`src/hw/frame_pkg.sv`:
```
package frame_pkg;

  // ----------------------------------------
  // memory and stream word types
  // ----------------------------------------

  typedef logic [31:0] word_t;

  // 256 words of frame memory
  typedef logic [7:0] addr_t;

  // counts run up to a full region of 128 words
  typedef logic [8:0] count_t;

  // ----------------------------------------
  // memory map
  // ----------------------------------------

  // input image region, up to 128 words
  localparam addr_t IN_BASE = 8'd0;

  // result region sits right above the input region
  localparam addr_t OUT_BASE = 8'd128;

  // ----------------------------------------
  // defaults for the top level
  // ----------------------------------------

  localparam int N_CLIENTS = 4;
  localparam int DEF_CHUNK_WORDS = 16;
  localparam int DEF_OUT_CHUNKS = 2;

endpackage

```
`src/hw/input_streamer.sv`:
```
`timescale 1ns/100ps

module input_streamer #(
  parameter int CHUNK_WORDS = frame_pkg::DEF_CHUNK_WORDS
) (
  input  logic               aclk,
  input  logic               aresetn,
  input  frame_pkg::count_t  written_words,
  output frame_pkg::word_t   in_data,
  output logic               in_valid,
  input  logic               in_ready,
  output logic               mem_req,
  output logic               mem_we,
  output frame_pkg::addr_t   mem_addr,
  input  logic               mem_ack,
  input  frame_pkg::word_t   mem_rdata
);

  localparam int CW = $clog2(CHUNK_WORDS + 1);

  frame_pkg::count_t rd_ptr;
  logic [CW-1:0]     word_cnt;
  logic              in_chunk;
  logic              chunk_ready;

  // a whole chunk must be written ahead of the read pointer
  assign chunk_ready = (written_words - rd_ptr) >= frame_pkg::count_t'(CHUNK_WORDS);

  assign mem_we   = 1'b0;
  assign mem_addr = frame_pkg::IN_BASE + rd_ptr[7:0];

  // ----------------------------------------
  // chunk and word sequencing
  // ----------------------------------------
  always_ff @(posedge aclk) begin
    if (!aresetn) begin
      rd_ptr   <= '0;
      word_cnt <= '0;
      in_chunk <= 1'b0;
      mem_req  <= 1'b0;
      in_valid <= 1'b0;
    end else begin
      if (!in_chunk && chunk_ready) begin
        in_chunk <= 1'b1;
        word_cnt <= '0;
      end
      // next read waits for the stream to drain
      if (in_chunk && !mem_req && !mem_ack && !in_valid) begin
        mem_req <= 1'b1;
      end
      if (mem_req && mem_ack) begin
        mem_req  <= 1'b0;
        in_valid <= 1'b1;
      end
      if (in_valid && in_ready) begin
        in_valid <= 1'b0;
        rd_ptr   <= rd_ptr + 1'b1;
        word_cnt <= word_cnt + 1'b1;
        if (word_cnt == CW'(CHUNK_WORDS - 1)) begin
          in_chunk <= 1'b0;
          word_cnt <= '0;
        end
      end
    end
  end

  always_ff @(posedge aclk) begin
    if (mem_req && mem_ack) begin
      in_data <= mem_rdata;
    end
  end

  a_in_hold: assert property (@(posedge aclk) disable iff (!aresetn)
    in_valid && !in_ready |=> in_valid && $stable(in_data));

endmodule

```
`config.mk`:
```
export PLATFORM = sky130hd
export DESIGN_NAME = input_streamer
export DESIGN_NICKNAME = d
export VERILOG_FILES = /design/src/hw/frame_pkg.sv /design/src/hw/input_streamer.sv
export SDC_FILE = /design/constraint.sdc
export NUM_CORES = 1
export LEC_CHECK = 0
export BUFFER_PORTS_ARGS = -buffer_cell sky130_fd_sc_hd__buf_2
export CAP_MARGIN = 15
export CORE_MARGIN = 2
export CORE_UTILIZATION = 45
export DETAILED_ROUTE_END_ITERATION = 6
export PLACE_DENSITY = 0.82
export SLEW_MARGIN = 20
export SYNTH_ARGS = -nofsm -noshare
export SYNTH_HDL_FRONTEND = slang
export SYNTH_SLANG_ARGS = --single-unit
```
`constraint.sdc`:
```
create_clock -name aclk -period 2.8 [get_ports aclk]
set_input_delay 0.28 -clock aclk [delete_from_list [all_inputs] [get_ports aclk]]
set_output_delay 0.28 -clock aclk [all_outputs]
set_load 0.01 [all_outputs]
```
==> results of run 1 <==
==> cell usage after synthesis (all sizes together) (2+ instances only) <==
library cell  count
a21oi            10
nor3b             3
and3              3
o21ai             5
nand2            10
ha               10
o211ai            4
buf               9
a31oi             3
nand3             5
and2              2
edfxtp           32
clkbuf            3
nor2              9
or3               2
xnor2             7
a21boi            3
nand4             8
inv              13
dfxtp            17
nand3b            2
==> power groups by stage <==
stage / Clock (uW) / Combinational (uW) / Sequential [uW]
floorplan: 0 / 62.1 / 812
global placement: 0 / 120 / 806
detailed placement: 0 / 120 / 807
CTS: 595 / 121 / 790
global route: 620 / 134 / 791
finish: 584 / 120 / 790
==> cells in the final DEF, fill, tap and decap left out, drive strengths merged, types with 7 or more instances in the layout <==
cell,Yosys,routed
buf,9,87
edfxtp,32,32
dfxtp,17,17
inv,13,14
ha,10,10
a21oi,10,10
nand2,10,10
nor2,9,9
nand4,8,8
xnor2,7,7
==> layout make-up <==
type | instances | share of cell area
clock inverters | 3 | 0.0246
repair buffers | 87 | 0.157
multi-input cells | 106 | 0.279
flip-flops and latches | 49 | 0.466
clock buffers | 5 | 0.0246
well taps | 67 | 0.0300
inverters | 14 | 0.0188
==> path summary, 6_finish.rpt <==
kind                             startpoint  slack, ns  depth (start not counted)     endpoint
worst max register to register    rd_ptr[3]       0.37                          8     in_chunk
worst min register to register  word_cnt[4]       0.48                          2  word_cnt[4]
worst min-delay path                mem_ack       0.15                          2      mem_req
worst max-delay path              rd_ptr[3]       0.37                          8     in_chunk
==> per-stage QoR <==
step,hold slack [ns],worst slack [ns],cells
2_1_floorplan,0.356,0.622,181
3_3_place_gp,0.457,0.367,323
3_5_place_dp,0.458,0.392,323
4_1_cts,0.149,0.371,331
5_1_grt,0.140,0.212,331
6_report,0.153,0.374,331
==> registers in the layout, indices dropped and copies added, names as in the netlist <==
name	cells
word_cnt	5
rd_ptr	9
in_chunk	1
in_data	32
in_valid	1
mem_req	1
==> per-layer routing <==
| metal | part of all wire | track usage | up-vias |
|---|---|---|---|
| met5 | 0 | 0 | - |
| met4 | 0.0051 | 0.0424 | 0 |
| met3 | 0.098 | 0.0488 | 2 |
| met2 | 0.49 | 0.276 | 80 |
| met1 | 0.41 | 0.188 | 758 |
| li1 | - | - | 822 |
==> logic make-up after synthesis <==
group	Yosys count	synth area share
AO/OA/AOI/OAI	37	0.131
XOR/XNOR	8	0.0317
adder cells (fa/ha/maj)	11	0.0656
buffers and inverters	26	0.0594
flip-flops	49	0.588
multiplexers	1	0.00678
other	1	0.00169
AND/OR/NAND/NOR	48	0.116
==> critical path, stage by stage, from the launching register on <==
cell and delay [ns]:
dfxtp_1 0.39, inv_1 0.12, ha_1 0.36, a21oi_1 0.21, nand2_1 0.13, a311o_1 0.37, a2111oi_4 0.40, nand2_2 0.11
o221a_1 0.24
==> out/metrics.cfg, run 1 <==
[pwr]
power_frac_clock = 0.391
p_leak_uw = 0.00115
pwr-share-comb = 0.081
p_total_uw = 1490
power_frac_seq = 0.529
power_density_mw_per_mm2 = 535
p_int_uw = 1200
power_switching_uw = 295
ir_drop_mv = 0.358
switching_share = 0.198

[job]
max_cap_violations = 0

[floorplanning]
dieWidth_um = 74.1
start_util = 0.469
rows = 25
fp.dieH_um = 74.1
pin_count = 88
die-area_sq_mm = 0.00550
core-area_sq_mm = 0.00472

[finish]
multi_input_area_sq_um = 781
antenna-diode-count = 0
final_util = 0.592
final_area_sq_mm = 0.00279
drive_gt1_frac = 0.394
filler_cell_count = 401
seq_area_sq_mm = 0.00130
syn_to_final_growth_pct = 26.2
nets = 319

[cts]
clock_path_buffers = 2
htreeDepth = 2
cts_tree = built
clk_pin_slew_ns = 0.09
clock_sinks = 49
cts_resized = 0
numCtsBuffers = 5
cts_hold_buf = 0
post_cts_buffers = 0
clock-root-buffer = clkbuf_8
clock_latency_ns = 0.29

[yosys]
ys_seq_elements = 49
synth_top_area_share = 0.434
synthTopCellsByArea = edfxtp_1 (43%), dfxtp_1 (15%), ha_1 (5.7%)
synth_cell_types = 46
netlist_area_sq_mm = 0.00221
syn_avg_cell_area_sq_um = 12.2
yosysTopAreaCell = edfxtp_1
ys.flop_type = edfxtp_1
yosys_warnings = 0
seq_area_frac_synth = 0.588
syn-num-nets = 237
synth-edff-count = 32
synth-async-reset-ratio = 0
synth_cells = 181

[sta]
post-route-period-util = 0.867
max_freq_mhz = 412
setup_viol = 0
drv_slew = 0
finalHoldViolCount = 0
fin_setup_tns_ns = 0
min_period_ns = 2.43
skew_ns = 0.00492
grt_setup_unrepaired = false

[route]
drcViolationCount = 0
finalWirelength_um = 4490
drtIter0Drc = 75
detail-route-antenna-nets = 0
dr_total_vias = 1662
drt-wirelength-per-cell_um = 13.5
first_pass_iters = 4
vias_per_cell = 5.02

[placement]
io_buffers = 86
gp_congestion = 0.862
placed_area_sq_mm = 0.00266
dpl.hpwl_um = 3520

[worst_setup_path]
startpoint_type = flip-flop
worstPathMaxFanout = 5
end_kind = flip-flop
worstPathArrival_ns = 2.61
critPathRequiredTime_ns = 2.99
path_class = flip-flop to flip-flop

[global_route]
grt_max_degree = 34
antenna_found_initial = 0
grt_pass1_wl_um = 6560
grt_pass1_vias = 1510
overflow = 0
grt_usage = 0.157

[hold_path]
hp-class = primary input to flip-flop

[outcome]
outcome = completed

No activity file was read; power rests on OpenSTA's default activity.
==> inputs of run 2 (changes only) <==
--- a/config.mk
+++ b/config.mk
@@ -5,11 +5,13 @@
 export SDC_FILE = /design/constraint.sdc
 export NUM_CORES = 1
 export LEC_CHECK = 0
+export ABC_CLOCK_PERIOD_IN_PS = 2800
 export BUFFER_PORTS_ARGS = -buffer_cell sky130_fd_sc_hd__buf_2
 export CAP_MARGIN = 15
 export CORE_MARGIN = 2
 export CORE_UTILIZATION = 45
 export DETAILED_ROUTE_END_ITERATION = 6
+export GPL_TIMING_DRIVEN = 0
 export PLACE_DENSITY = 0.82
 export SLEW_MARGIN = 20
 export SYNTH_ARGS = -nofsm -noshare
==> run 2 against run 1 <==
Effect of this change: hold slack worse by 0.0064 ns; count of clock-buffer cells in the layout is the same; largest cell class unchanged; sequential share of layout area shrank 0.50 points; utilization grew 0.64 points; clock power down 30%; clock skew shrank 0.0016 ns; wire length down 2.8%; total power is 12% lower; maximum frequency decreased by 1.4%; sequential power hardly changed; critical path depth did not move; die area unchanged.
==> out/metrics.cfg, run 2 (same netlist as run 1, synthesis figures left out) <==
[sta]
max_freq_mhz = 406
drv_slew = 0
setup_viol = 0
grt_setup_unrepaired = false
relSlewSlack = 0.548
skew_ns = 0.00334
fin_setup_tns_ns = 0
post-route-period-util = 0.879
min_period_ns = 2.46
finalHoldViolCount = 0
worst_pin_slew_ns = 0.678

[worst_setup_path]
end_kind = flip-flop
critPathRequiredTime_ns = 2.98
ff2ff_path_depth = 8
path_class = flip-flop to flip-flop
r2r_slack_ns = 0.34
worstPathArrival_ns = 2.64
worstPathMaxFanout = 5
startpoint_type = flip-flop

[finish]
antenna-diode-count = 0
final_cell_mix = buf_2 (86), edfxtp_1 (32), dfxtp_1 (17), inv_1 (13), ha_1 (10)
largestRegisters = in_data: 32 flops, rd_ptr: 9 flops, word_cnt: 5 flops
nets = 330
syn_to_final_growth_pct = 27.6
largest_register = in_data
layout_commonest_cell = buf_2
largest_reg_flops = 32
final_area_sq_mm = 0.00282
final_util = 0.598
drive_gt1_frac = 0.411

[placement]
io_buffers = 86
placed_area_sq_mm = 0.00273
gp_congestion = 0.811
dpl.hpwl_um = 3480

[cts]
clock_sinks = 49
clock-root-buffer = clkbuf_8
clk_pin_slew_ns = 0.09
cts_hold_buf = 0
clock_latency_ns = 0.29
clock_path_buffers = 2
cts_tree = built
htreeDepth = 2
numCtsBuffers = 5
cts_resized = 0
post_cts_buffers = 0

[route]
drtIter0Drc = 83
vias_per_cell = 4.93
first_pass_iters = 4
finalWirelength_um = 4360
detail-route-antenna-nets = 0
drcViolationCount = 0
dr_total_vias = 1685
drt-wirelength-per-cell_um = 12.7

[pwr]
ir_drop_mv = 0.222
power_density_mw_per_mm2 = 468
p_total_uw = 1320
p_leak_uw = 0.00118

[floorplanning]
die-area_sq_mm = 0.00550
fp.dieH_um = 74.1
start_util = 0.469
rows = 25
pin_count = 88
dieWidth_um = 74.1
core-area_sq_mm = 0.00472

[outcome]
outcome = completed

[hold_path]
hp-class = primary input to flip-flop
min_path_cells = 2

[global_route]
antenna_found_initial = 0
grt_usage = 0.160
grt_pass1_vias = 1545
grt_pass1_wl_um = 6720
overflow = 0
grt_max_degree = 34

[job]
max_cap_violations = 0

[run 2: cell count changes in the layout (fill, tap and decap cells not counted), sizes merged]
cell | before | now
clkinvlp | 0 | 2
buf | 87 | 95
bufinv | 2 | 0
clkbuf | 5 | 8
[run 2: path summary, 6_finish.rpt]
check,start,end
setup / recovery,rd_ptr[3],in_chunk
hold / removal,mem_ack,mem_req
setup reg to reg,rd_ptr[3],in_chunk
hold reg to reg,word_cnt[4],word_cnt[4]
[run 2: per-stage QoR]
stage	cells	worst slack, ns	hold WS [ns]
3_3_place_gp	334	0.397	0.457
3_5_place_dp	334	0.363	0.456
6_report	342	0.338	0.147
5_1_grt	342	0.155	0.141
4_1_cts	342	0.338	0.135
2_1_floorplan	181	0.622	0.356
[run 2: cell type report]
type                            count  area [sq um]
Buffer                             12          78.8
Clock buffer                        5          68.8
Tap cell                           67          83.8
Clock inverter                      3          26.3
Fill cell                         400          1900
Timing Repair Buffer               86           430
Inverter                           14          52.6
Multi-Input combinational cell    106           782
Sequential cell                    49          1300
[run 2: per-layer routing]
metal	vias to the layer above	global-route usage	routed length, um
met5	-	0	0
met4	0	0.0545	19
met3	2	0.0474	371
met2	66	0.277	2230
met1	774	0.190	1740
li1	843	-	-
[run 2: worst max-delay path: stages, from the launching register on]
cell,delay (ns)
dfxtp_1,0.40
inv_1,0.11
ha_1,0.35
a21oi_1,0.21
nand2_1,0.12
a311o_1,0.37
a2111oi_4,0.41
nand2_2,0.12
o221a_1,0.25
[run 2: report_power, final]
| part | switching (uW) | leakage, uW | internal [uW] |
|---|---|---|---|
| Clock | 227 | 0.0000423 | 181 |
| Combinational | 64.2 | 0.000705 | 57.7 |
| Sequential | 5.99 | 0.000428 | 784 |
| Total | 298 | 0.00118 | 1020 |
==> inputs of run 3 (changes only) <==
--- a/config.mk
+++ b/config.mk
@@ -5,7 +5,7 @@
 export SDC_FILE = /design/constraint.sdc
 export NUM_CORES = 1
 export LEC_CHECK = 0
-export ABC_CLOCK_PERIOD_IN_PS = 2800
+export ABC_CLOCK_PERIOD_IN_PS = 2590
 export BUFFER_PORTS_ARGS = -buffer_cell sky130_fd_sc_hd__buf_2
 export CAP_MARGIN = 15
 export CORE_MARGIN = 2
==> constraint.sdc (replaced) <==
create_clock -name aclk -period 2.59 [get_ports aclk]
set_input_delay 0.259 -clock aclk [delete_from_list [all_inputs] [get_ports aclk]]
set_output_delay 0.259 -clock aclk [all_outputs]
set_load 0.01 [all_outputs]
==> run 3 against run 2 <==
Effect of this change: hold slack got worse by 0.024 ns; global-route usage did not move; register-to-register slack got worse by 0.16 ns; first-iteration DRC count rose by 31%; wire length hardly changed; sequential cell count stayed put; sequential power rose by 8.1%; non-clock buffer count grew 1; clock skew is essentially flat; largest cell class unchanged; largest power group unchanged.
==> out/metrics.cfg, run 3 (same netlist as run 1, synthesis figures left out) <==
[sta]
skew_ns = 0.00342
grt_setup_unrepaired = false
fin_setup_tns_ns = 0
finalHoldViolCount = 0
relSlewSlack = 0.544
min_period_ns = 2.41
max_freq_mhz = 415
worst_pin_slew_ns = 0.684
post-route-period-util = 0.930
setup_viol = 0
drv_slew = 0

[placement]
dp.cells = 334
gp_congestion = 0.811
io_buffers = 86
dpl.hpwl_um = 3480

[hold_path]
hp-class = primary input to flip-flop

[cts]
numCtsBuffers = 5
clock_path_buffers = 2
clk_pin_slew_ns = 0.09
clock-root-buffer = clkbuf_8
htreeDepth = 2
clock_sinks = 49
cts_tree = built
clock_latency_ns = 0.29

[pwr]
p_leak_uw = 0.00118
power_frac_seq = 0.596
ir_drop_mv = 0.247
switching_share = 0.227
pwr-share-comb = 0.094
power_frac_clock = 0.311
power_density_mw_per_mm2 = 505
power_switching_uw = 326
p_int_uw = 1110
p_total_uw = 1430

[route]
detail-route-antenna-nets = 0
first_pass_iters = 4
vias_per_cell = 4.92
drt-wirelength-per-cell_um = 12.7
dr_total_vias = 1687
drtIter0Drc = 109
finalWirelength_um = 4360
drcViolationCount = 0

[finish]
nets = 331
largest_reg_flops = 32
largest_register = in_data
syn_to_final_growth_pct = 28.2
largestRegisters = in_data: 32 flops, rd_ptr: 9 flops, word_cnt: 5 flops
layout_commonest_cell = buf_2
final_cells = 343
drive_gt1_frac = 0.420
antenna-diode-count = 0
final_cell_mix = buf_2 (86), edfxtp_1 (32), dfxtp_1 (17), inv_1 (13), buf_4 (10)

[floorplanning]
fp.dieH_um = 74.1
die-area_sq_mm = 0.00550
dieWidth_um = 74.1
start_util = 0.469
core-area_sq_mm = 0.00472
rows = 25
pin_count = 88

[global_route]
overflow = 0
grt_max_degree = 34
grt_pass1_wl_um = 6720
grt_pass1_vias = 1545
antenna_found_initial = 0
grt_usage = 0.160

[job]
max_cap_violations = 0

[worst_setup_path]
end_kind = flip-flop
startpoint_type = flip-flop
critPathRequiredTime_ns = 2.81
path_class = flip-flop to flip-flop
worstPathMaxFanout = 8
r2r_slack_ns = 0.18
worstPathArrival_ns = 2.63

[outcome]
outcome = completed

==> run 3: changes by cell type in the layout (fill, tap and decap cells not counted) <==
cell / delta
ha_2: +1
buf_4: +1
a21oi_2: +1
ha_1: -1
a21oi_1: -1
==> run 3: repair_timing <==
action | CTS | global route
hold buffers | 0 | 0
hold endpoints to repair | 0 | 0
resized for setup | 0 | 2
buffers inserted | 0 | 1
endpoints found under the setup margin | 0 | 1
==> run 3: layer usage <==
layer	part of all wire	vias to the layer above	track usage
met1	0.39	776	0.190
li1	-	844	-
met2	0.52	67	0.277
met4	0	0	0.0545
met3	0.094	0	0.0474
met5	0	-	0
==> run 3: critical path, stage by stage, from the launching register on <==
cell and delay (ns):
dfxtp_1 0.43, inv_1 0.06, ha_1 0.43, nand4_1 0.12, a21oi_1 0.18, mux2_4 0.34, a2111oi_4 0.35, buf_4 0.18
nand4_1 0.10, a21boi_1 0.16
==> run 3: area by class of cell <==
type                            count  area (sq um)
Fill cell                         398          1890
Clock inverter                      3          26.3
Buffer                             12          78.8
Multi-Input combinational cell    106           788
Inverter                           14          52.6
Tap cell                           67          83.8
Timing Repair Buffer               87           438
Sequential cell                    49          1300
Clock buffer                        5          68.8
==> run 3: stage by stage <==
step           utilization  hold slack (ns)  instance area, sq um  setup WS (ns)
2_1_floorplan            -            0.335                  2210          0.412
3_3_place_gp         0.577            0.436                  2730          0.187
3_5_place_dp         0.578            0.435                  2730          0.153
4_1_cts              0.598            0.114                  2820          0.128
5_1_grt              0.601            0.120                  2840         0.0102
6_report             0.601            0.123                  2840          0.180
==> run 3: path summary, 6_finish.rpt <==
path	depth (start not counted)	end	startpoint
setup / recovery	9	word_cnt[2]	rd_ptr[5]
setup reg to reg	9	word_cnt[2]	rd_ptr[5]
hold / removal	2	mem_req	mem_ack
hold reg to reg	2	word_cnt[4]	word_cnt[4]
==> run 3: power groups by stage <==
| stage | Clock, uW | Sequential, uW | Combinational, uW |
|---|---|---|---|
| 4_1_cts | 459 | 854 | 133 |
| 6_report | 445 | 854 | 134 |
| 2_1_floorplan | 0 | 878 | 67.1 |
| 5_1_grt | 487 | 856 | 150 |
| 3_5_place_dp | 0 | 872 | 132 |
| 3_3_place_gp | 0 | 872 | 129 |
